## src/cpu_mem_pkg.sv

```systemverilog
package cpu_mem_pkg;

    // width of a store, NO_STORE is a plain load.
    typedef enum logic [1:0] {
        NO_STORE,
        STORE_BYTE,
        STORE_WORD,
        STORE_DWORD
    } mem_store_type_t;

    typedef logic [63:0] dword_t;  // addresses, store data and load results.
    typedef logic [31:0] inst_t;   // one fetched instruction.

    // one stored memory word in memory byte order.
    // address offset 0 sits in the most significant lane.
    typedef union packed {
        logic [0:7][7:0]  bytes;   // bytes[k] is the byte at offset k.
        logic [0:1][31:0] halves;  // halves[0] is the lower-address half.
    } mem_word_t;

    // command from the core to the load/store port.
    typedef struct packed {
        dword_t          addr;
        dword_t          data;        // store data, least significant byte first in memory.
        mem_store_type_t store_type;
    } lsu_req_t;

    // one memory access as seen by the arbiter and the memory.
    typedef struct packed {
        dword_t     addr;
        mem_word_t  wdata;    // already in memory order.
        logic [7:0] byte_en;  // bit k enables offset k, all zero is a read.
    } mem_req_t;

endpackage
```

## src/fetch_unit.sv

```systemverilog
module fetch_unit (
    input  logic                   clk,
    input  logic                   reset,
    input  logic                   req,
    input  cpu_mem_pkg::dword_t    addr,
    output logic                   ack,
    output cpu_mem_pkg::inst_t     inst,
    output logic                   mreq_req,
    output cpu_mem_pkg::mem_req_t  mreq,
    input  logic                   mreq_ack,
    input  cpu_mem_pkg::mem_word_t mrdata
);
    import cpu_mem_pkg::*;

    dword_t      addr_q;
    inst_t       inst_next;
    logic [31:0] half;
    logic        start;
    logic        done;

    // new request only once both channels are idle.
    assign start = req && !ack && !mreq_req && !mreq_ack;
    assign done  = mreq_req && mreq_ack && !ack;

    // a fetch never writes.
    assign mreq = '{addr: addr_q, wdata: '0, byte_en: '0};

    // address bit 2 picks the half, then put offset 0 in the low byte.
    assign half      = mrdata.halves[addr_q[2]];
    assign inst_next = {half[7:0], half[15:8], half[23:16], half[31:24]};

    always_ff @(posedge clk) begin
        if (reset) begin
            mreq_req <= 1'b0;
            ack      <= 1'b0;
        end else begin
            if (start) begin
                mreq_req <= 1'b1;
            end else if (ack && !req) begin
                mreq_req <= 1'b0;  // caller is done.
            end

            if (done) begin
                ack <= 1'b1;
            end else if (ack && !req && !mreq_req && !mreq_ack) begin
                ack <= 1'b0;
            end
        end
    end

    always_ff @(posedge clk) begin
        if (start) begin
            addr_q <= addr;
        end
        if (done) begin
            inst <= inst_next;
        end
    end

endmodule

```

## config.mk

```make
export PLATFORM = sky130hd
export DESIGN_NAME = fetch_unit
export DESIGN_NICKNAME = d
export VERILOG_FILES = /design/src/cpu_mem_pkg.sv /design/src/fetch_unit.sv
export SDC_FILE = /design/constraint.sdc
export NUM_CORES = 1
export LEC_CHECK = 0
export BUFFER_PORTS_ARGS = -buffer_cell sky130_fd_sc_hd__buf_2
export CORE_AREA = 2 2 116 118
export DETAILED_ROUTE_END_ITERATION = 8
export DIE_AREA = 0 0 118 120
export PLACE_DENSITY = 0.76
export SETUP_SLACK_MARGIN = 0.4
export SLEW_MARGIN = 10
export SYNTH_ARGS = -nofsm -noshare
export SYNTH_HDL_FRONTEND = slang
export SYNTH_SLANG_ARGS = --single-unit
```

## constraint.sdc

```tcl
create_clock -name clk -period 6.5 [get_ports clk]
set_input_delay 1.3 -clock clk [delete_from_list [all_inputs] [get_ports clk]]
set_output_delay 1.3 -clock clk [all_outputs]
set_load 0.03 [all_outputs]
```

# Word level (Yosys, flattened, before mapping)
# Index checks and enable logic that the tools add are counted.
# classes
order_cmp	1
n_shift	0
n_eq_ne	0
reduce_logical	14
multipliers	0
n_mux	7
n_div	0
add_sub_neg	0
n_bitwise	1
# op_table
op	count
two-way mux 32 bit	3
logical AND 1 bit	8
logical NOT 1 bit	4
two-way mux 1 bit	4
nonzero test 2 bit	2
>= comparator 2 bit (second input constant)	1
NOT 1 -> 2 bit	1
# totals
out_inout_bits	170
rom_bits	0
regBits	98
latchBits	0
n_memories	0
inputBits	132
elab_cells	27
ramBits	0

# Depth between registers and ports, before layout
# logic_depth
depth_word	6
ltp_mapped	3
ltp_nobuf	3

# Least setup slack after synthesis
# Ideal clock, no wire load.
# synth_path
path_kind	input-to-reg
from	input port mreq_ack
to	register addr_q[0], enable pin
n_path_buf	0
setup_slack_ns	1.841
path_stages	3
setup_ns	0.486
arrival_ns	4.173
path_cell_list	nor2_1 -> nand2_1 -> nor2_1
# synth_between
elab_chain_len	2
# synth_rtl
element	line_no	rtl
from (decl)	fetch_unit.sv:10	input logic mreq_ack,
logical NOT 1 bit	fetch_unit.sv:22	assign start = req && !ack && !mreq_req && !mreq_ack;
logical AND 1 bit	fetch_unit.sv:22	
net start	fetch_unit.sv:18	logic start;
to (signal assigned)	fetch_unit.sv:53	addr_q <= addr;
to (decl)	fetch_unit.sv:15	dword_t addr_q;
# The timed path passes the listed nets, and every way through them passes these cells.
# A chain may end at the register's enable or synchronous reset.

# Worst setup path in the final report
# layout_path
from	register addr_q[2]
to	output port mreq[74] (netlist bit)
# layout_lines
element	line_no	rtl
to (decl)	fetch_unit.sv:9	output cpu_mem_pkg::mem_req_t mreq,
# No word-level cell between the ends.

==> flow_metrics.env <==
export IMPL_status="finished clean"
export IMPL_cts_tree="done"
export IMPL_final_period_utilization_pct=42.08
export IMPL_finalHoldViolations=0
export IMPL_endpoint_kind="output pin"
export IMPL_cts_made_buffers=9
export IMPL_clk_latency_ns=0.34
export IMPL_root_buffer="clkbuf_16"
export IMPL_finalHoldWorstSlack_ns=0.5455
export IMPL_yosys_area_top_type="edfxtp_1"
export IMPL_grt_first_pass_wirelength_um=12120
export IMPL_peakVddDrop_v=0.00009687
export IMPL_yosysWarnings=0
export IMPL_setup_tns_ns=0
export IMPL_clkSinkCount=98
export IMPL_htreeDepth=3
export IMPL_clk_pin_slew_ns=0.07
export IMPL_antenna_found_initial=0
export IMPL_yosysMostFrequentCell="edfxtp_1"
export IMPL_setup_viol=0
export IMPL_p_per_area_nw_per_um2=273.3
export IMPL_cp_data_required_time_ns=5.20
export IMPL_maxCapViolCount=0
export IMPL_synth_seq_cells=98
export IMPL_layout_nets=586
export IMPL_holdBufCountCts=0
export IMPL_die_y_um=120
export IMPL_path_class="flop to output pin"
export IMPL_antenna_left=0
export IMPL_ys_flop_type="edfxtp_1"
export IMPL_syn_cell_area_sq_um=4059
export IMPL_ys_seq_area_share_pct=72.01
export IMPL_fin_skew_ns=0.007551
export IMPL_cts_resized=0
export IMPL_relSlewSlack_pct=48.36
export IMPL_drt_iter0_markers=156
export IMPL_core_area_sq_um=12980
export IMPL_port_buffers=229
export IMPL_initial_utilization_pct=31.27
export IMPL_avgViaCountPerCell=3.841
export IMPL_synth_top_cell_area_share_pct=71.02
export IMPL_synth_edf_count=96
export IMPL_hold_path_class="flop to flop"
export IMPL_cts_buffer_depth=2
export IMPL_vias=2439
export IMPL_max_freq_ghz=0.3656
export IMPL_first_global_vias=2259
export IMPL_worst_pin_slew_ns=0.7745
export IMPL_stdcell_count=635
export IMPL_wire_per_inst_um=13.73
export IMPL_grt_use_total_pct=11.69
export IMPL_period_minus_slack_ns=2.735
export IMPL_dieArea_sq_um=14160
export IMPL_layout_drive_gt1_share_pct=61.00
export IMPL_slew_viol_final=0
export IMPL_rows=42
export IMPL_io_pins=302
export IMPL_syn_avg_cell_area_sq_um=18.70
export IMPL_synth_distinct_cells=15
export IMPL_power_leakage_nw=2.471
export IMPL_die_w_um=118
export IMPL_async_reset_ff_share_pct=0
export IMPL_synth_area_top_cells="edfxtp_1, buf_4, mux2_4"
export IMPL_syn2layout_area_growth_pct=33.20
export IMPL_diodes=0
export IMPL_drt_pass1_iterations=4
export IMPL_overflow=0
export IMPL_grt_setup_unrepaired="false"
export IMPL_synthCells=217
export IMPL_grt_max_degree=65
export IMPL_placed_cells=619
export IMPL_postCtsSetupRepairBufs=0
export IMPL_yosys_top_cells_count="edfxtp_1, buf_4, mux2_4"
export IMPL_crit_arrival_ns=1.43
export IMPL_drt_wl_total_um=8716
export IMPL_drc_errors=0
export IMPL_worstPathMaxFanout=33
export IMPL_gp_congestion=0.7677
export IMPL_startpoint_type="flop"
export IMPL_dp_hpwl_um=6867
logic make-up (layout without fill, tap and decap cells):
kind of cell / count (synthesis) / count (layout) / share of synthesized area, %
muxes: 32 / 32 / 11.65
and+or+nand+nor: 4 / 4 / 0.4316
other: 1 / 72 / 0.09239
DFF: 98 / 98 / 72.01
AOI/OAI and AO/OA: 4 / 4 / 0.5548
buffers and inverters: 78 / 249 / 15.26
worst max-delay path, stage by stage, from the launching register on:
cell and delay (ns):
edfxtp_1 0.32, buf_4 0.46, buf_2 0.31
path summary, 6_finish.rpt:
| path | startpoint | slack [ns] | cells after the start | to |
|---|---|---|---|---|
| max | addr_q[2] | 3.77 | 2 | mreq[74] |
| min | mreq_req | 0.55 | 2 | ack |
| max reg2reg | ack | 4.79 | 4 | addr_q[33] |
| min reg2reg | mreq_req | 0.55 | 2 | ack |
routing by layer:
| metal | vias to the layer above | global-route usage, % | routed length (um) |
|---|---|---|---|
| met3 | 11 | 4.087 | 788 |
| met1 | 1143 | 13.27 | 3342 |
| li1 | 1122 | - | - |
| met2 | 163 | 19.37 | 4418 |
| met5 | - | 0 | 0 |
| met4 | 0 | 6.325 | 166 |
state kept, by name (all words and copies together) (netlist names):
signal	flops
ack	1
addr_q	64
inst	32
mreq_req	1
per-stage QoR:
| stage | worst slack [ns] | util, % | power [W] | instance area (sq um) |
|---|---|---|---|---|
| after detailed placement | 3.742 | 39.32 | 0.0009600 | 5104 |
| after global placement | 3.792 | 39.32 | 0.0009560 | 5104 |
| final | 3.765 | 41.65 | 0.001478 | 5406 |
| after CTS | 3.702 | 41.65 | 0.001499 | 5406 |
| after floorplan | 1.841 | - | 0.0009271 | 4325 |
| after global routing | 3.680 | 41.65 | 0.001536 | 5406 |
layout by cell type (no fill, tap or decap):
cell type   synthesis  routed
clkbuf_16           0       9
inv_8               0       2
clkinv_1            0       1
a211oi_1            1       1
nor2_1              2       1
nand2_1             1       1
buf_2               0     229
clkinvlp_4          0       1
and3_2              0       1
clkinv_2            0       1
nor2_4              0       1
inv_1               2       2
o21ai_0             2       2
dfxtp_1             2       2
a21oi_1             1       1
conb_1              1      72
clkinv_4            0       1
edfxtp_1           96      96
mux2_2              2       2
buf_4              72       2
mux2_4             30      30
bufinv_16           0       1
report_power, final:
part,leakage (nW),switching [W],internal [W]
Combinational,1.42,0.000146,0.0000653
Sequential,0.903,0.00000694,0.000727
Clock,0.147,0.000230,0.000302
cell type report:
| class | instances | area [sq um] |
|---|---|---|
| clock buffer | 9 | 225.2 |
| clock inverter | 7 | 77.57 |
| fill | 1216 | 7574 |
| inverter | 2 | 7.507 |
| multi-input combinational | 112 | 792.0 |
| sequential | 98 | 2923 |
| tap | 176 | 220.2 |
| timing repair buffer | 231 | 1161 |
No activity file was read; power rests on OpenSTA's default activity.
