===== src/cpu_mem_pkg.sv =====
package cpu_mem_pkg;

    // width of a store, NO_STORE is a plain load.
    typedef enum logic [1:0] {
        NO_STORE,
        STORE_BYTE,
        STORE_WORD,
        STORE_DWORD
    } mem_store_type_t;

    typedef logic [63:0] dword_t;  // addresses, store data and load results.
    typedef logic [31:0] inst_t;   // one fetched instruction.

    // one stored memory word in memory byte order.
    // address offset 0 sits in the most significant lane.
    typedef union packed {
        logic [0:7][7:0]  bytes;   // bytes[k] is the byte at offset k.
        logic [0:1][31:0] halves;  // halves[0] is the lower-address half.
    } mem_word_t;

    // command from the core to the load/store port.
    typedef struct packed {
        dword_t          addr;
        dword_t          data;        // store data, least significant byte first in memory.
        mem_store_type_t store_type;
    } lsu_req_t;

    // one memory access as seen by the arbiter and the memory.
    typedef struct packed {
        dword_t     addr;
        mem_word_t  wdata;    // already in memory order.
        logic [7:0] byte_en;  // bit k enables offset k, all zero is a read.
    } mem_req_t;

endpackage

===== src/load_store_unit.sv =====
module load_store_unit (
    input  logic                   clk,
    input  logic                   reset,
    input  logic                   req,
    input  cpu_mem_pkg::lsu_req_t  cmd,
    output logic                   ack,
    output cpu_mem_pkg::dword_t    rdata,
    output logic                   mreq_req,
    output cpu_mem_pkg::mem_req_t  mreq,
    input  logic                   mreq_ack,
    input  cpu_mem_pkg::mem_word_t mrdata
);
    import cpu_mem_pkg::*;

    lsu_req_t   cmd_q;
    mem_word_t  wdata;
    logic [7:0] byte_en;
    logic [2:0] offset;
    dword_t     rdata_next;
    logic       start;
    logic       done;

    assign start  = req && !ack && !mreq_req && !mreq_ack;
    assign done   = mreq_req && mreq_ack && !ack;
    assign offset = cmd_q.addr[2:0];

    // place store data into memory lanes.
    always_comb begin
        wdata   = '0;
        byte_en = '0;
        unique case (cmd_q.store_type)
            STORE_BYTE: begin
                wdata.bytes[offset] = cmd_q.data[7:0];
                byte_en[offset]     = 1'b1;
            end
            STORE_WORD: begin
                // low data byte goes to the lowest address of the half.
                wdata.halves[offset[2]] = {
                    cmd_q.data[7:0], cmd_q.data[15:8], cmd_q.data[23:16], cmd_q.data[31:24]
                };
                byte_en = offset[2] ? 8'hf0 : 8'h0f;
            end
            STORE_DWORD: begin
                for (int k = 0; k < 8; k++) begin
                    wdata.bytes[k] = cmd_q.data[8*k+:8];
                end
                byte_en = 8'hff;
            end
            NO_STORE: ;  // read only.
        endcase
    end

    assign mreq = '{addr: cmd_q.addr, wdata: wdata, byte_en: byte_en};

    // old word back to core order, offset 0 in bits 7:0.
    always_comb begin
        for (int k = 0; k < 8; k++) begin
            rdata_next[8*k+:8] = mrdata.bytes[k];
        end
    end

    always_ff @(posedge clk) begin
        if (reset) begin
            mreq_req <= 1'b0;
            ack      <= 1'b0;
        end else begin
            if (start) begin
                mreq_req <= 1'b1;
            end else if (ack && !req) begin
                mreq_req <= 1'b0;
            end

            if (done) begin
                ack <= 1'b1;
            end else if (ack && !req && !mreq_req && !mreq_ack) begin
                ack <= 1'b0;  // arbiter has let go.
            end
        end
    end

    always_ff @(posedge clk) begin
        if (start) begin
            cmd_q <= cmd;
        end
        if (done) begin
            rdata <= rdata_next;
        end
    end

endmodule


===== config.mk =====
export PLATFORM = sky130hd
export DESIGN_NAME = load_store_unit
export DESIGN_NICKNAME = d
export VERILOG_FILES = /design/src/cpu_mem_pkg.sv /design/src/load_store_unit.sv
export SDC_FILE = /design/constraint.sdc
export NUM_CORES = 1
export LEC_CHECK = 0
export BUFFER_PORTS_ARGS = -buffer_cell sky130_fd_sc_hd__buf_2
export CAP_MARGIN = 20
export CORE_AREA = 2 2 158 160
export DETAILED_ROUTE_END_ITERATION = 8
export DIE_AREA = 0 0 160 162
export GPL_TIMING_DRIVEN = 0
export PLACE_DENSITY_LB_ADDON = 0.12
export SLEW_MARGIN = 20
export SYNTH_ARGS = -nofsm -noshare
export SYNTH_HDL_FRONTEND = slang
export SYNTH_SLANG_ARGS = --single-unit

===== constraint.sdc =====
create_clock -name clk -period 16 [get_ports clk]
set_input_delay 2.4 -clock clk [delete_from_list [all_inputs] [get_ports clk]]
set_output_delay 2.4 -clock clk [all_outputs]
set_load 0.05 [all_outputs]

Yosys cells after proc, flatten, opt, wreduce, memory -nomap -nowiden. Index checks and enable logic that the tools add are counted.

Register bits: 196. Input port bits: 198. Word-level logic and storage cells: 49. Output and inout port bits: 202.

$lt $le $gt $ge: 6. Reductions and logical operators: 17. Bitwise operators: 4. Multiplexer cells: 13. Equal/unequal tests: 3.

Operator list (count): case mux 64 bit (3 select lines) (1); bitwise AND 64 bit (2); demux 32 bit (select 1 bit) (1); 2-to-1 mux 32 bit (1); demux 8 bit (select 3 bit) (1); case mux 8 bit (3 select lines) (1); 2-to-1 mux 8 bit (2); logical AND 1 bit (11); 2-to-1 mux 1 bit (5); == test 2 bit, second input constant (2); greater-or-equal comparator 4 bit, second input constant (1); zero test 1 bit (4); less-than comparator 3 x 4 -> 1 bit, second input constant (1); less-than comparator 4 x 1 -> 1 bit, second input constant (1); inverter 3 -> 4 bit (1); nonzero test 2 bit (2); demux 1 bit (select 3 bit) (1); greater-or-equal comparator 3 x 1 -> 1 bit, second input constant (1); == test 2 x 1 -> 1 bit, second input constant (1); greater-or-equal comparator 2 bit, second input constant (1); less-than comparator 2 x 1 -> 1 bit, second input constant (1); inverter 1 -> 2 bit (1).

Depth between registers and ports, before layout.
Depth after elaboration: 7. Gate-level depth with buffers: 6. Depth with buffers taken out: 3.

Least setup slack after synthesis. No wires, ideal clock.

Path type: input-to-reg. Start: input mreq_ack. End: register cmd_q[0] (netlist name) (enable). Data required time: 15.379 ns. Data arrival time: 8.002 ns. Stages: 3. Library setup time: 0.621 ns. Path buffers: 0. Slack: 7.377 ns. Cell sequence: nor2_1 > nand2_1 > nor2_1.

Longest elaborated chain between the ends: 2.

Ends and longest elaborated chain: start, declared (line load_store_unit.sv:10) `input logic mreq_ack,`; zero test 1 bit (line load_store_unit.sv:23) `assign start = req && !ack && !mreq_req && !mreq_ack;`; logical AND 1 bit (line load_store_unit.sv:23); named net start (line load_store_unit.sv:20) `logic start;`; end signal, assigned (line load_store_unit.sv:83) `cmd_q <= cmd;`; end, declared (line load_store_unit.sv:15) `lsu_req_t cmd_q;`.

The timed path passes the listed nets, and every way through them passes these cells. A chain may end at the register's enable or synchronous reset.

==> impl_metrics.env <==
export IMPL_fillers=2316
export IMPL_die_y_um=162
export IMPL_placed_cells=1144
export IMPL_yosys_top_cells_area="edfxtp_1 (79%), buf_4 (6.5%), a32o_1 (3.2%)"
export IMPL_cts_tree="done"
export IMPL_cts_buffer_depth=2
export IMPL_grt_overflow=0
export IMPL_clk_pin_slew_ns=0.08
export IMPL_synthTopCellsByCount="edfxtp_1 (194), buf_4 (64), a22oi_1 (24), a32o_1 (24), o21ai_0 (21)"
export IMPL_dr_total_vias=5403
export IMPL_postCtsHoldBufs=0
export IMPL_min_to="ack"
export IMPL_yosysTopAreaCell="edfxtp_1"
export IMPL_p_int_mw=0.853
export IMPL_hold_viol_final=0
export IMPL_synthesis_area_sq_um=7420
export IMPL_fmax_mhz=209
export IMPL_dieWidth_um=160
export IMPL_drtIter0Drc=461
export IMPL_p_leak_nw=4.47
export IMPL_tns_ns=0
export IMPL_p_seq_share_pct=49.8
export IMPL_layout_cells_non_filler=1180
export IMPL_port_buffers=399
export IMPL_rsz0062_at_grt="no"
export IMPL_htree_levels=4
export IMPL_cts_root_buf="clkbuf_16"
export IMPL_critPathArrivalTime_ns=2.37
export IMPL_ios=400
export IMPL_r2r_end="cmd_q[63]"
export IMPL_placed_area_sq_um=9980
export IMPL_drc=0
export IMPL_setup_viol=0
export IMPL_reg2regPathDepth=5
export IMPL_worstMarginPinSlew_ns=0.829
export IMPL_ys_ff_latch=196
export IMPL_fin_area_sq_um=10600
export IMPL_status="finished, final reports clean"
export IMPL_final_nets=1037
export IMPL_synth_edf_count=194
export IMPL_antenna_found_initial=4
export IMPL_drv_slew=0
export IMPL_yosysMostFrequentCell="edfxtp_1"
export IMPL_switchingPower_mw=0.346
export IMPL_crit_fanout=9
export IMPL_power_total_mw=1.20
export IMPL_routed_wl_mm=23.7
export IMPL_p_comb_share_pct=14.4
export IMPL_r2r_start="ack"
export IMPL_coreArea_sq_um=24100
export IMPL_p_sw_share_pct=28.9
export IMPL_peakVddDrop_v=0.0000576
export IMPL_cts_buffers=17
export IMPL_start_util_pct=30.8
export IMPL_clkLatencyLatePin_ns=0.43
export IMPL_rows=57
export IMPL_final_antenna_net_count=0
export IMPL_grt_usage_pct=17.9
export IMPL_synth_top_area_share_pct=78.5
export IMPL_r2r_setup_slack_ns=14.18
export IMPL_grt_pass1_wl_mm=34.5
export IMPL_synth_warnings=0
export IMPL_ys_types=29
export IMPL_dpl_hpwl_mm=18.3
export IMPL_clkPwrFrac_pct=35.8
export IMPL_hp_class="flop to flop"
export IMPL_synth_cells=415
export IMPL_max_slew_margin_rel_pct=44.5
export IMPL_synthArstFlopShare_pct=0
export IMPL_yosysSeqAreaShare_pct=79.1
export IMPL_post_route_util_pct=43.9
export IMPL_cp_required_ns=13.60
export IMPL_drt_wirelength_per_cell_um=20.1
export IMPL_cp_end_kind="output port"
export IMPL_path_class="flop to output port"
export IMPL_cts_resized=0
export IMPL_synth_nets=613
export IMPL_power_density_nw_per_um2=113
export IMPL_worstHoldPathCells=2
export IMPL_area_growth_pct=42.7
export IMPL_grt_pass1_vias=5587
export IMPL_synth_ff_type="edfxtp_1"
export IMPL_postCtsSetupBuffers=0
export IMPL_clock_sinks=196
export IMPL_period_minus_slack_ns=4.77
export IMPL_grt_max_degree=58
export IMPL_die_area_sq_um=25900
export IMPL_synth_avg_cell_area_sq_um=17.9
export IMPL_worst_setup_path_start_kind="flop"
export IMPL_finClkSkew_ns=0.0155
export IMPL_dr_pass1_iters=5
export IMPL_routabilityCongestion=0.844
export IMPL_timing_final_crit_share_pct=29.8
export IMPL_hold_path_startpoint="ack"
export IMPL_maxCapViolations=0
export IMPL_drive_gt1_share_pct=61.6
export IMPL_routed_via_density=4.58
==> cell type report <==
| type | instances | area (sq um) | area share (%) |
|---|---|---|---|
| Timing Repair Buffer | 405 | 2140 | 20.2 |
| Sequential cell | 196 | 5870 | 55.4 |
| Clock inverter | 15 | 179 | 1.69 |
| Multi-Input combinational cell | 131 | 933 | 8.81 |
| Tap cell | 324 | 405 | 3.83 |
| Clock buffer | 17 | 425 | 4.02 |
| Buffer | 85 | 622 | 5.87 |
| Antenna cell | 4 | 10.0 | 0.0945 |
| Inverter | 3 | 11.3 | 0.106 |
==> sequential cells by signal, indices dropped and copies added, names as in the netlist <==
name,count
rdata,64
mreq_req,1
ack,1
mreq,64
cmd_q,66
==> cells by family after synthesis <==
logic type / share of synthesized area, %
flip-flops: 79.1
AO/OA/AOI/OAI: 9.51
buffers and inverters: 8.53
AND/OR/NAND/NOR: 2.90
==> power groups by stage <==
stage	registers (mW)	clock network, mW	logic [mW]
after floorplan	0.628	0	0.0940
after global placement	0.615	0	0.167
after detailed placement	0.610	0	0.173
after CTS	0.598	0.446	0.174
after global routing	0.600	0.464	0.181
final	0.598	0.429	0.172
==> routing by layer <==
layer  up-vias  wire length, um  track usage (%)
met4         4              409             5.49
li1       2431                -                -
met5         -               27                0
met2       335            12300             32.2
met1      2607             8420             19.5
met3        26             2490             7.23
==> per-stage QoR <==
stage | worst slack (ns) | hold slack, ns
6_report | 11.23 | 0.511
2_1_floorplan | 7.38 | 0.689
3_5_place_dp | 11.68 | 0.509
4_1_cts | 11.16 | 0.519
5_1_grt | 11.09 | 0.567
3_3_place_gp | 4.69 | 0.480
==> placed cells by master (no fill, tap or decap), types with 3 or more instances in the layout <==
cell | netlist | routed
clkbuf_16 | 0 | 17
a22oi_1 | 24 | 24
buf_16 | 0 | 3
buf_4 | 64 | 64
buf_6 | 6 | 6
nor2_1 | 4 | 3
inv_1 | 3 | 3
o21ai_0 | 21 | 21
a22o_1 | 8 | 8
buf_12 | 0 | 3
inv_6 | 0 | 4
nand2_1 | 4 | 4
clkinv_8 | 0 | 6
inv_8 | 0 | 3
and2_1 | 3 | 3
diode_2 | 0 | 4
edfxtp_1 | 194 | 194
a32o_1 | 24 | 24
nand3_1 | 8 | 8
o21ai_1 | 12 | 12
nor2b_1 | 9 | 9
buf_2 | 14 | 413
==> how the worst max path moves through the flow <==
stage | startpoint | endpoint | slack (ns) | depth (start not counted)
final | mreq[73] | mreq[59] | 11.23 | 4
after CTS | mreq[73] | mreq[59] | 11.16 | 4
after global routing | mreq[73] | mreq[59] | 11.09 | 4
after global placement | mreq_ack | mreq[106] | 4.69 | 4
after floorplan | mreq_ack | cmd_q[0] | 7.38 | 3
after detailed placement | mreq[73] | mreq[59] | 11.68 | 4
==> critical path, stage by stage (launching register included) <==
cell      delay, ns
edfxtp_1       0.39
clkbuf_1       0.23
nor3b_2        0.73
a32o_1         0.29
buf_2          0.30
Power figures use the tool's default switching activity.
