File: config.mk
export PLATFORM = sky130hd
export DESIGN_NAME = mem_arbiter
export DESIGN_NICKNAME = d
export VERILOG_FILES = /design/src/cpu_mem_pkg.sv /design/src/mem_arbiter.sv
export SDC_FILE = /design/constraint.sdc
export NUM_CORES = 1
export LEC_CHECK = 0
export ABC_AREA = 1
export BUFFER_PORTS_ARGS = -buffer_cell sky130_fd_sc_hd__buf_2
export CAP_MARGIN = 0
export CORE_AREA = 3 3 208 210
export CTS_CLUSTER_DIAMETER = 100
export DETAILED_ROUTE_END_ITERATION = 16
export DIE_AREA = 0 0 211 213
export GPL_TIMING_DRIVEN = 0
export PLACE_DENSITY = 0.32
export SETUP_SLACK_MARGIN = 0.4
export SLEW_MARGIN = 0
export SYNTH_ARGS = -nofsm -noshare
export SYNTH_HDL_FRONTEND = slang
export SYNTH_SLANG_ARGS = --single-unit
File: constraint.sdc
create_clock -name clk -period 2.95 [get_ports clk]
set_input_delay 0.1475 -clock clk [delete_from_list [all_inputs] [get_ports clk]]
set_output_delay 0.1475 -clock clk [all_outputs]
set_load 0.01 [all_outputs]
File: src/cpu_mem_pkg.sv
package cpu_mem_pkg;

    // width of a store, NO_STORE is a plain load.
    typedef enum logic [1:0] {
        NO_STORE,
        STORE_BYTE,
        STORE_WORD,
        STORE_DWORD
    } mem_store_type_t;

    typedef logic [63:0] dword_t;  // addresses, store data and load results.
    typedef logic [31:0] inst_t;   // one fetched instruction.

    // one stored memory word in memory byte order.
    // address offset 0 sits in the most significant lane.
    typedef union packed {
        logic [0:7][7:0]  bytes;   // bytes[k] is the byte at offset k.
        logic [0:1][31:0] halves;  // halves[0] is the lower-address half.
    } mem_word_t;

    // command from the core to the load/store port.
    typedef struct packed {
        dword_t          addr;
        dword_t          data;        // store data, least significant byte first in memory.
        mem_store_type_t store_type;
    } lsu_req_t;

    // one memory access as seen by the arbiter and the memory.
    typedef struct packed {
        dword_t     addr;
        mem_word_t  wdata;    // already in memory order.
        logic [7:0] byte_en;  // bit k enables offset k, all zero is a read.
    } mem_req_t;

endpackage
File: src/mem_arbiter.sv
module mem_arbiter (
    input  logic                   clk,
    input  logic                   reset,

    input  logic                   fetch_req,
    input  cpu_mem_pkg::mem_req_t  fetch_mreq,
    output logic                   fetch_ack,

    input  logic                   lsu_req,
    input  cpu_mem_pkg::mem_req_t  lsu_mreq,
    output logic                   lsu_ack,

    output cpu_mem_pkg::mem_word_t rdata,

    output logic                   mem_en,
    output cpu_mem_pkg::mem_req_t  mem_req,
    input  cpu_mem_pkg::mem_word_t mem_rdata
);

    localparam logic [1:0] st_idle   = 2'd0;  // waiting for a request.
    localparam logic [1:0] st_access = 2'd1;  // strobe to the memory.
    localparam logic [1:0] st_read   = 2'd2;  // memory word arrives.
    localparam logic [1:0] st_ack    = 2'd3;  // ack held until req drops.

    logic [1:0] state;
    logic       owner;      // 0 is fetch, 1 is lsu. doubles as the last grant.
    logic       grant_lsu;
    logic       owner_req;

    // on a tie the client not granted last wins.
    assign grant_lsu = lsu_req && (!fetch_req || !owner);
    assign owner_req = owner ? lsu_req : fetch_req;

    always_ff @(posedge clk) begin
        if (reset) begin
            state <= st_idle;
            owner <= 1'b1;  // so fetch wins the first tie.
        end else begin
            unique case (state)
                st_idle: begin
                    if (fetch_req || lsu_req) begin
                        owner <= grant_lsu;
                        state <= st_access;
                    end
                end
                st_access: state <= st_read;
                st_read:   state <= st_ack;
                st_ack: begin
                    if (!owner_req) begin
                        state <= st_idle;  // owner finished its handshake.
                    end
                end
            endcase
        end
    end

    // hold the word for the owner until the handshake ends.
    always_ff @(posedge clk) begin
        if (state == st_read) begin
            rdata <= mem_rdata;
        end
    end

    assign mem_en  = (state == st_access);
    assign mem_req = owner ? lsu_mreq : fetch_mreq;

    assign fetch_ack = (state == st_ack) && !owner;
    assign lsu_ack   = (state == st_ack) && owner;

endmodule

Yosys cells after proc, flatten, opt, wreduce, memory -nomap -nowiden
Cells that the tools add are included.
- bits in registers: 67
- bits of input ports: 340
- output and inout port bits: 203
- logic and storage cells: 23
- equality and inequality tests: 5
- multiplexer cells: 5
- reduce and logical (&&, ||, !) cells: 10
- operators with widths (operator ; count):
    136-bit two-way mux ; 1
    2-bit one-hot mux with 4 select lines ; 1
    2-bit == test (second input constant) ; 2
    2-bit two-way mux ; 2
    2-bit != test (second input constant) ; 2
    2-bit AND reduction ; 2
    1-bit logical AND ; 3
    2-bit by 1-bit == test with 1-bit output (second input constant) ; 1
    1-bit zero test ; 2
    2-bit zero test ; 1
    1-bit logical OR ; 2
    1-bit two-way mux ; 1

Logic depth before layout (Yosys ltp)
Gate-level depths: netlist (run 1).
- word-level depth: 3
- gate-level depth with buffers: 7
- depth with buffers taken out: 7

Least setup slack after synthesis (run 1)
No wires, ideal clock.
- path kind: reg-to-reg
- start point: reg state[0]
- end point: reg state[0]
- library setup time: 0.064 ns
- arrival: 2.359 ns
- data required time: 2.886 ns
- slack: 0.527 ns
- cell stages (with the launch flop): 7
- path buffers: 0
- clock period less this slack: 2.423 ns
- cell sequence: dfxtp_1 > inv_1 > ha_1 > nor2_1 > nand4_1 > nand2_1 > nor2_1
- longest elaborated chain between the ends: 3
- elaborated cells on any way between the ends: 8
- classes of those cells: eq/ne (5); mux (1); reduce/logical (2)
- RTL lines (item ; RTL line ; text):
    start: declaration ; mem_arbiter.sv:25 ; logic [1:0] state;
    start signal: assignment ; mem_arbiter.sv:36 ; state <= st_idle;
    start signal: assignment ; mem_arbiter.sv:43 ; state <= st_access;
    start signal: assignment ; mem_arbiter.sv:46 ; st_access: state <= st_read;
    2-bit == test or 2-bit zero test (tied branches) ; mem_arbiter.sv:39 ; unique case (state)
    2-bit != test (no line) ; - ;
    2-bit AND reduction (no line) ; - ;
Several ways; a longest one is shown, not always the timed one.
A chain may end at the register's enable or synchronous reset.

==> results_dict.tcl, run 1 <==
set metrics [dict create \
    outcome "finished, final reports clean" \
    required_ps 2800 \
    power_density_nw_per_um2 653 \
    swShare_pct 40.6 \
    dpl.hpwl_um 20600 \
    r2r_end "rdata[21]" \
    cp_cell_sequence "buf_4 -> clkbuf_1 -> nand2_1 -> nand2_1 -> buf_2" \
    comb_power_share_pct 53.2 \
    vias 5632 \
    synth_mux_area_share_pct 0 \
    finalWirelength_um 24300 \
    syn2layout_area_growth_pct 110 \
    finalPower_mw 5.42 \
    p_switching_mw 2.20 \
    hold_path_class "in2reg" \
    ios 543 \
    post-synth-top-count-cell "nand2_1" \
    syn_area_um2 3950 \
    synth_largest_area_cell "edfxtp_1" \
    worst_pin_slew_ps 1040 \
    fin_skew_ps 9.11 \
    synth_commonest_cells "416 x nand2_1, 64 x edfxtp_1, 15 x buf_6" \
    root_buffer "clkbuf_16" \
    arrival_ps 2080 \
    ant_nets 0 \
    synth_warnings 0 \
    cts_tree "yes" \
    cts_buffers 9 \
    synth_nets 883 \
    synth.distinct_cells 14 \
    drt_iter0_markers 269 \
    grt_first_pass_wirelength_um 32400 \
    clkTransAtPathRegs_ps 60 \
    wire_per_inst_um 14.3 \
    critPathMostFrequentCell "nand2_1" \
    setup_viol 0 \
    drv_slew 0 \
    min_delay_path_depth 1 \
    clock_sinks 67 \
    holdPathEnd "rdata[15]" \
    avgSynthCellArea_um2 7.33 \
    fin_nets 1497 \
    end_kind "primary output" \
    reg2reg_slack_ps 1600 \
    critPathMaxFanout 10 \
    rows 75 \
    insertion_delay_ps 330 \
    routed_via_density 3.31 \
    synth_top_family_by_area "simple AND/OR/NAND/NOR gates" \
    ys_async_sr_fraction_pct 0 \
    period_share_pct 75.7 \
    r2r_start "state[0]" \
    grt_max_degree 64 \
    drv_cap 0 \
    io_buffers 542 \
    cts_buffer_depth 2 \
    irDropWorstVdd_mv 0.336 \
    track_usage_pct 9.63 \
    p_leak_nw 4.62 \
    critPathLaunchType "flop" \
    core_um2 41800 \
    pwr-share-seq_pct 25.9 \
    die_x_um 211 \
    synthCells 539 \
    dieArea_um2 44900 \
    post-route-util_pct 19.9 \
    grt_pass1_vias 5378 \
    slew_headroom_pct 30.6 \
    fp.dieH_um 213 \
    clkPwrFrac_pct 20.9 \
    intPower_mw 3.22 \
    synthAdderAreaFrac_pct 1.27 \
    critPathBufInv 3 \
    period_minus_slack_ps 2230 \
    max_stage_delay_ps 780 \
    layout-drive-gt1-share_pct 50.9 \
    min_from "mem_rdata[15]" \
    synth_edf_count 64 \
    grt_setup_unrepaired "no" \
    fmax_mhz 448 \
    yosys.area.top_type_share_pct 48.6 \
    drt_first_pass_iters 4 \
    reg2regPathDepth 3 \
    globalRouteOverflowTotal 0 \
    finalHoldViolCount 0 \
    synth_compound_area_share_pct 0 \
    initial_core_util_pct 9.46 \
    h-tree-depth 3 \
    cp_top_family "buffers and inverters" \
    synth-seq-cells 67 \
    post-route-drc-count 0 \
    setup.worst_path.class "reg2out" \
    synth_area_leaders "edfxtp_1 49%, nand2_1 40%, buf_6 4.3%" \
    synth_flop_cell "edfxtp_1" \
    synth-simple-area-share_pct 40.9 \
    crit_slowest_cell "clkbuf_1" \
    synth-seq-area-share_pct 50.2 \
    synthXorXnorAreaFrac_pct 0 \
    gp_congestion 0.764 \
    antenna_found_initial 2 \
]
registers in the layout, indices dropped and copies added, names as in the netlist:
name and count:
state 2, owner 1, rdata 64
cells by family (layout without fill, tap and decap cells):
family	count (synthesis)	after routing
and+or+nand+nor	428	428
other	0	2
buffers and inverters	40	659
adders and majority gates	4	4
DFF	67	67
timing repair:
item / 4_1_cts / 5_1_grt
setup endpoints to repair: 0 / 0
gates resized for setup: 0 / 0
hold buffers: 60 / 0
buffers inserted: 0 / 0
hold endpoints to repair: 60 / 0
metal layers:
metal  track usage, %  up-vias  part of all wire, %
li1                 -     2894                    -
met2             19.3      295                   55
met3             1.85       20                  7.1
met1             10.6     2423                   37
met4             1.64        0                 0.98
met5                0        -                    0
layout by cell type (no fill, tap or decap):
cell type	synthesis	final
buf_2	11	553
nand2_1	416	416
edfxtp_1	64	64
dlygate4sd3_1	0	60
buf_6	15	15
clkbuf_16	0	9
inv_1	8	8
nor2_1	5	5
nand3_1	5	5
buf_4	3	3
ha_1	4	3
dfxtp_1	3	3
diode_2	0	2
nand4_1	2	2
clkinv_1	0	2
bufinv_16	0	2
clkinvlp_4	0	2
inv_4	1	1
buf_8	1	1
clkbuf_1	1	1
ha_4	0	1
inv_6	0	1
buf_16	0	1
power groups by stage:
stage                     combinational [mW]  sequential [mW]  clock, mW
after CTS                               2.97             1.41       1.17
after global routing                    3.20             1.43       1.21
after global placement                  2.89             1.45          0
after floorplan                         1.32             1.56          0
final                                   2.88             1.40       1.14
after detailed placement                2.89             1.42          0
final cells by class:
cell class              count  area [µm²]
repair buffers            603        3340
clock inverters             7        91.3
fillers                  4774       33500
plain buffers              31         265
multi-input cells         432        1680
inverters                   9        36.3
clock buffers               9         225
flip-flops and latches     67        1980
well taps                 539         674
diodes                      2        5.00
worst max-delay path by stage:
stage / start / endpoint / slack, ps / cells past startpoint
after floorplan: state[0] / state[0] / 530 / 6
after global placement: state[0] / state[0] / -450 / 6
after detailed placement: owner / mem_req[12] / 970 / 5
after CTS: owner / mem_req[12] / 600 / 5
after global routing: owner / mem_req[12] / 550 / 5
final: owner / mem_req[12] / 720 / 5
stage by stage:
step	instances	TNS (ps)	cell area (µm²)	hold WS, ps	setup WS, ps
floorplan	539	0	3950	246	527
global placement	1620	-24360	7340	324	-452
detailed placement	1621	0	7380	326	971
CTS	1697	0	8300	0.454	598
global route	1698	0	8300	3.92	554
finish	1699	0	8300	12.9	718
(Power assumes the default switching activity.)
==> run 2, diff against run 1 <==
--- a/config.mk
+++ b/config.mk
@@ -5,15 +5,15 @@
 export SDC_FILE = /design/constraint.sdc
 export NUM_CORES = 1
 export LEC_CHECK = 0
-export ABC_AREA = 1
+export ABC_AREA = 0
 export BUFFER_PORTS_ARGS = -buffer_cell sky130_fd_sc_hd__buf_2
 export CAP_MARGIN = 0
-export CORE_AREA = 3 3 208 210
+export CORE_AREA = 3 3 210 212
 export CTS_CLUSTER_DIAMETER = 100
 export DETAILED_ROUTE_END_ITERATION = 16
-export DIE_AREA = 0 0 211 213
+export DIE_AREA = 0 0 213 215
 export GPL_TIMING_DRIVEN = 0
-export PLACE_DENSITY = 0.32
+export PLACE_DENSITY = 0.31
 export SETUP_SLACK_MARGIN = 0.4
 export SLEW_MARGIN = 0
 export SYNTH_ARGS = -nofsm -noshare
==> constraint.sdc (replaced) <==
create_clock -name clk -period 2.2 [get_ports clk]
set_input_delay 0.11 -clock clk [delete_from_list [all_inputs] [get_ports clk]]
set_output_delay 0.11 -clock clk [all_outputs]
set_load 0.01 [all_outputs]
==> run 2 against run 1 <==
Sequential share of layout area rose by 0.055 points. Worst hold slack improved by 19 ps. Routed wire length rose by 1.1%. Critical endpoint is now mem_req[106]. Largest cell class unchanged.
==> results_dict.tcl, run 2 <==
set metrics [dict create \
    h-tree-depth 3 \
    synth_edf_count 64 \
    critPathMostFrequentCell "buf_12" \
    antenna_cells 0 \
    fmax_mhz 572 \
    drt_iter0_markers 105 \
    ys_async_sr_fraction_pct 0 \
    drv_cap 0 \
    cp_cell_sequence "buf_12 -> buf_12 -> buf_8 -> mux2_2 -> buf_2" \
    slew_headroom_pct 75.0 \
    initial_core_util_pct 9.02 \
    irDropWorstVdd_mv 0.286 \
    fin_tns_setup_ps 0 \
    die_x_um 213 \
    synth_flop_cell "edfxtp_1" \
    synth-seq-cells 67 \
    routed_via_density 3.20 \
    final_common_cell "buf_2" \
    vias 4496 \
    multi_input_area_um2 1720 \
    power_density_nw_per_um2 794 \
    cts_buffers 9 \
    globalRouteOverflowTotal 0 \
    synth_nets 583 \
    drv_slew 0 \
    drt_first_pass_iters 4 \
    fin_nets 1204 \
    end_kind "primary output" \
    wire_per_inst_um 17.5 \
    antenna_found_initial 7 \
    nFillCells 4712 \
    synth_commonest_cells "136 x mux2_2, 64 x edfxtp_1, 11 x buf_4" \
    required_ps 2090 \
    top_register "rdata" \
    dieArea_um2 45800 \
    post-synth-top-count-cell "mux2_2" \
    cts_tree "yes" \
    rows 75 \
    track_usage_pct 10.1 \
    core_um2 42100 \
    seq_area_um2 1980 \
    setup.worst_path.class "reg2out" \
    outcome "finished, final reports clean" \
    critPathMaxFanout 10 \
    fin_skew_ps 7.95 \
    gp_congestion 0.850 \
    arrival_ps 1640 \
    root_buffer "clkbuf_16" \
    grt_first_pass_wirelength_um 33500 \
    fp.dieH_um 215 \
    cts_buffer_depth 2 \
    clock_sinks 67 \
    dpl.hpwl_um 21500 \
    fin_cells 1403 \
    synth_largest_area_cell "edfxtp_1" \
    placed_cells 1321 \
    hold_path_class "in2reg" \
    crit_slowest_cell "mux2_2" \
    synth_area_leaders "edfxtp_1 51%, mux2_2 40%, buf_4 2.2%" \
    ios 543 \
    io_buffers 542 \
    grt_pass1_vias 4854 \
    p_leak_nw 3.97 \
    finalWirelength_um 24500 \
    setup_viol 0 \
    post-route-drc-count 0 \
    syn_area_um2 3800 \
    reg_top3 "rdata (64), state (2), owner (1)" \
    synthCells 239 \
    grt_setup_unrepaired "yes" \
    layout-drive-gt1-share_pct 82.9 \
    critPathLaunchType "flop" \
    period_minus_slack_ps 1750 \
    worst_pin_slew_ps 375 \
    fin_ws_ps 452 \
    synth_warnings 0 \
    synth-seq-area-share_pct 52.1 \
    synth.distinct_cells 19 \
    yosys.area.top_type_share_pct 50.6 \
    place_ws_ps 545 \
    ant_nets 0 \
    layout_common_cells "542 x buf_2, 133 x mux2_2, 64 x dlygate4sd3_1, 64 x edfxtp_1, 9 x clkbuf_16" \
    largest_register_ffs 64 \
    max_stage_delay_ps 370 \
    avgSynthCellArea_um2 15.9 \
    clkTransAtPathRegs_ps 60 \
    insertion_delay_ps 330 \
    grt_max_degree 44 \
    finalHoldViolCount 0 \
    syn2layout_area_growth_pct 118 \
    period_share_pct 79.5 \
]
-- run 2: cell types whose count changed after synthesis, moves of 2 or more --
| cell | change |
|---|---|
| nand2_1 | -416 |
| nand3_1 | -5 |
| buf_2 | -7 |
| nor2_1 | -4 |
| inv_1 | -6 |
| nand4_1 | -2 |
| buf_4 | +8 |
| buf_6 | -14 |
| mux2_2 | +136 |
| mux2i_1 | +2 |
| nand2b_1 | +3 |
-- run 2: path summary, 6_finish.rpt --
| path | startpoint | endpoint | slack (ps) | depth (start not counted) |
|---|---|---|---|---|
| max | owner | mem_req[106] | 450 | 5 |
| min | reset | owner | 30 | 2 |
| max reg2reg | state[0] | rdata[30] | 710 | 3 |
| min reg2reg | state[0] | state[0] | 530 | 2 |
-- run 2: logic make-up (layout without fill, tap and decap cells) --
kind of cell               after synthesis  in the layout  share of synthesized area (%)
muxes                                  139            139                           41.2
DFF                                     67             67                           52.1
buffers and inverters                   18            643                           3.19
and+or+nand+nor                          7              7                           1.09
adders and majority gates                4              4                           1.32
AOI/OAI and AO/OA                        4              4                           1.05
-- run 2: power by group --
part | leakage [nW] | internal [mW] | switching, mW
clock network | 0.128 | 0.751 | 0.522
logic | 3.23 | 1.76 | 1.71
registers | 0.611 | 1.76 | 0.0785
-- run 2: stage by stage --
stage                     hold WS (ps)  power [mW]  utilization, %  cell area, µm²
after floorplan                    209        3.56               -            3800
after global placement             287        5.10            17.1            7190
after detailed placement           288        5.12            17.2            7230
after CTS                         1.31        6.75            19.6            8270
after global routing              26.2        7.01            19.7            8290
final                             31.8        6.58            19.7            8290
-- run 2: area by class of cell --
| class | count | area share, % |
|---|---|---|
| Clock buffer | 10 | 2.76 |
| Tap cell | 539 | 8.14 |
| Timing Repair Buffer | 610 | 41.3 |
| Multi-Input combinational cell | 154 | 20.8 |
| Inverter | 2 | 0.0906 |
| Clock inverter | 5 | 0.377 |
| Buffer | 16 | 2.61 |
| Sequential cell | 67 | 23.9 |
-- run 2: critical path, delay by kind of cell, from the launching register on --
family | cells | cell delay [ps]
multiplexers | 1 | 370
buffers and inverters | 4 | 590
flip-flops | 1 | 340
-- run 2: what timing repair did --
| item | in CTS | in global routing |
|---|---|---|
| gates cloned | 1 | 0 |
| resized for setup | 28 | 6 |
| setup endpoints to repair | 113 | 39 |
| buffers inserted | 2 | 0 |
| hold buffers | 64 | 0 |
| endpoints found under the hold margin | 64 | 0 |
-- run 2: layer usage --
metal | track usage [%] | routed length (µm)
met4 | 1.75 | 251
met3 | 3.34 | 2020
met5 | 0 | 76
met2 | 18.5 | 12900
met1 | 11.4 | 9310
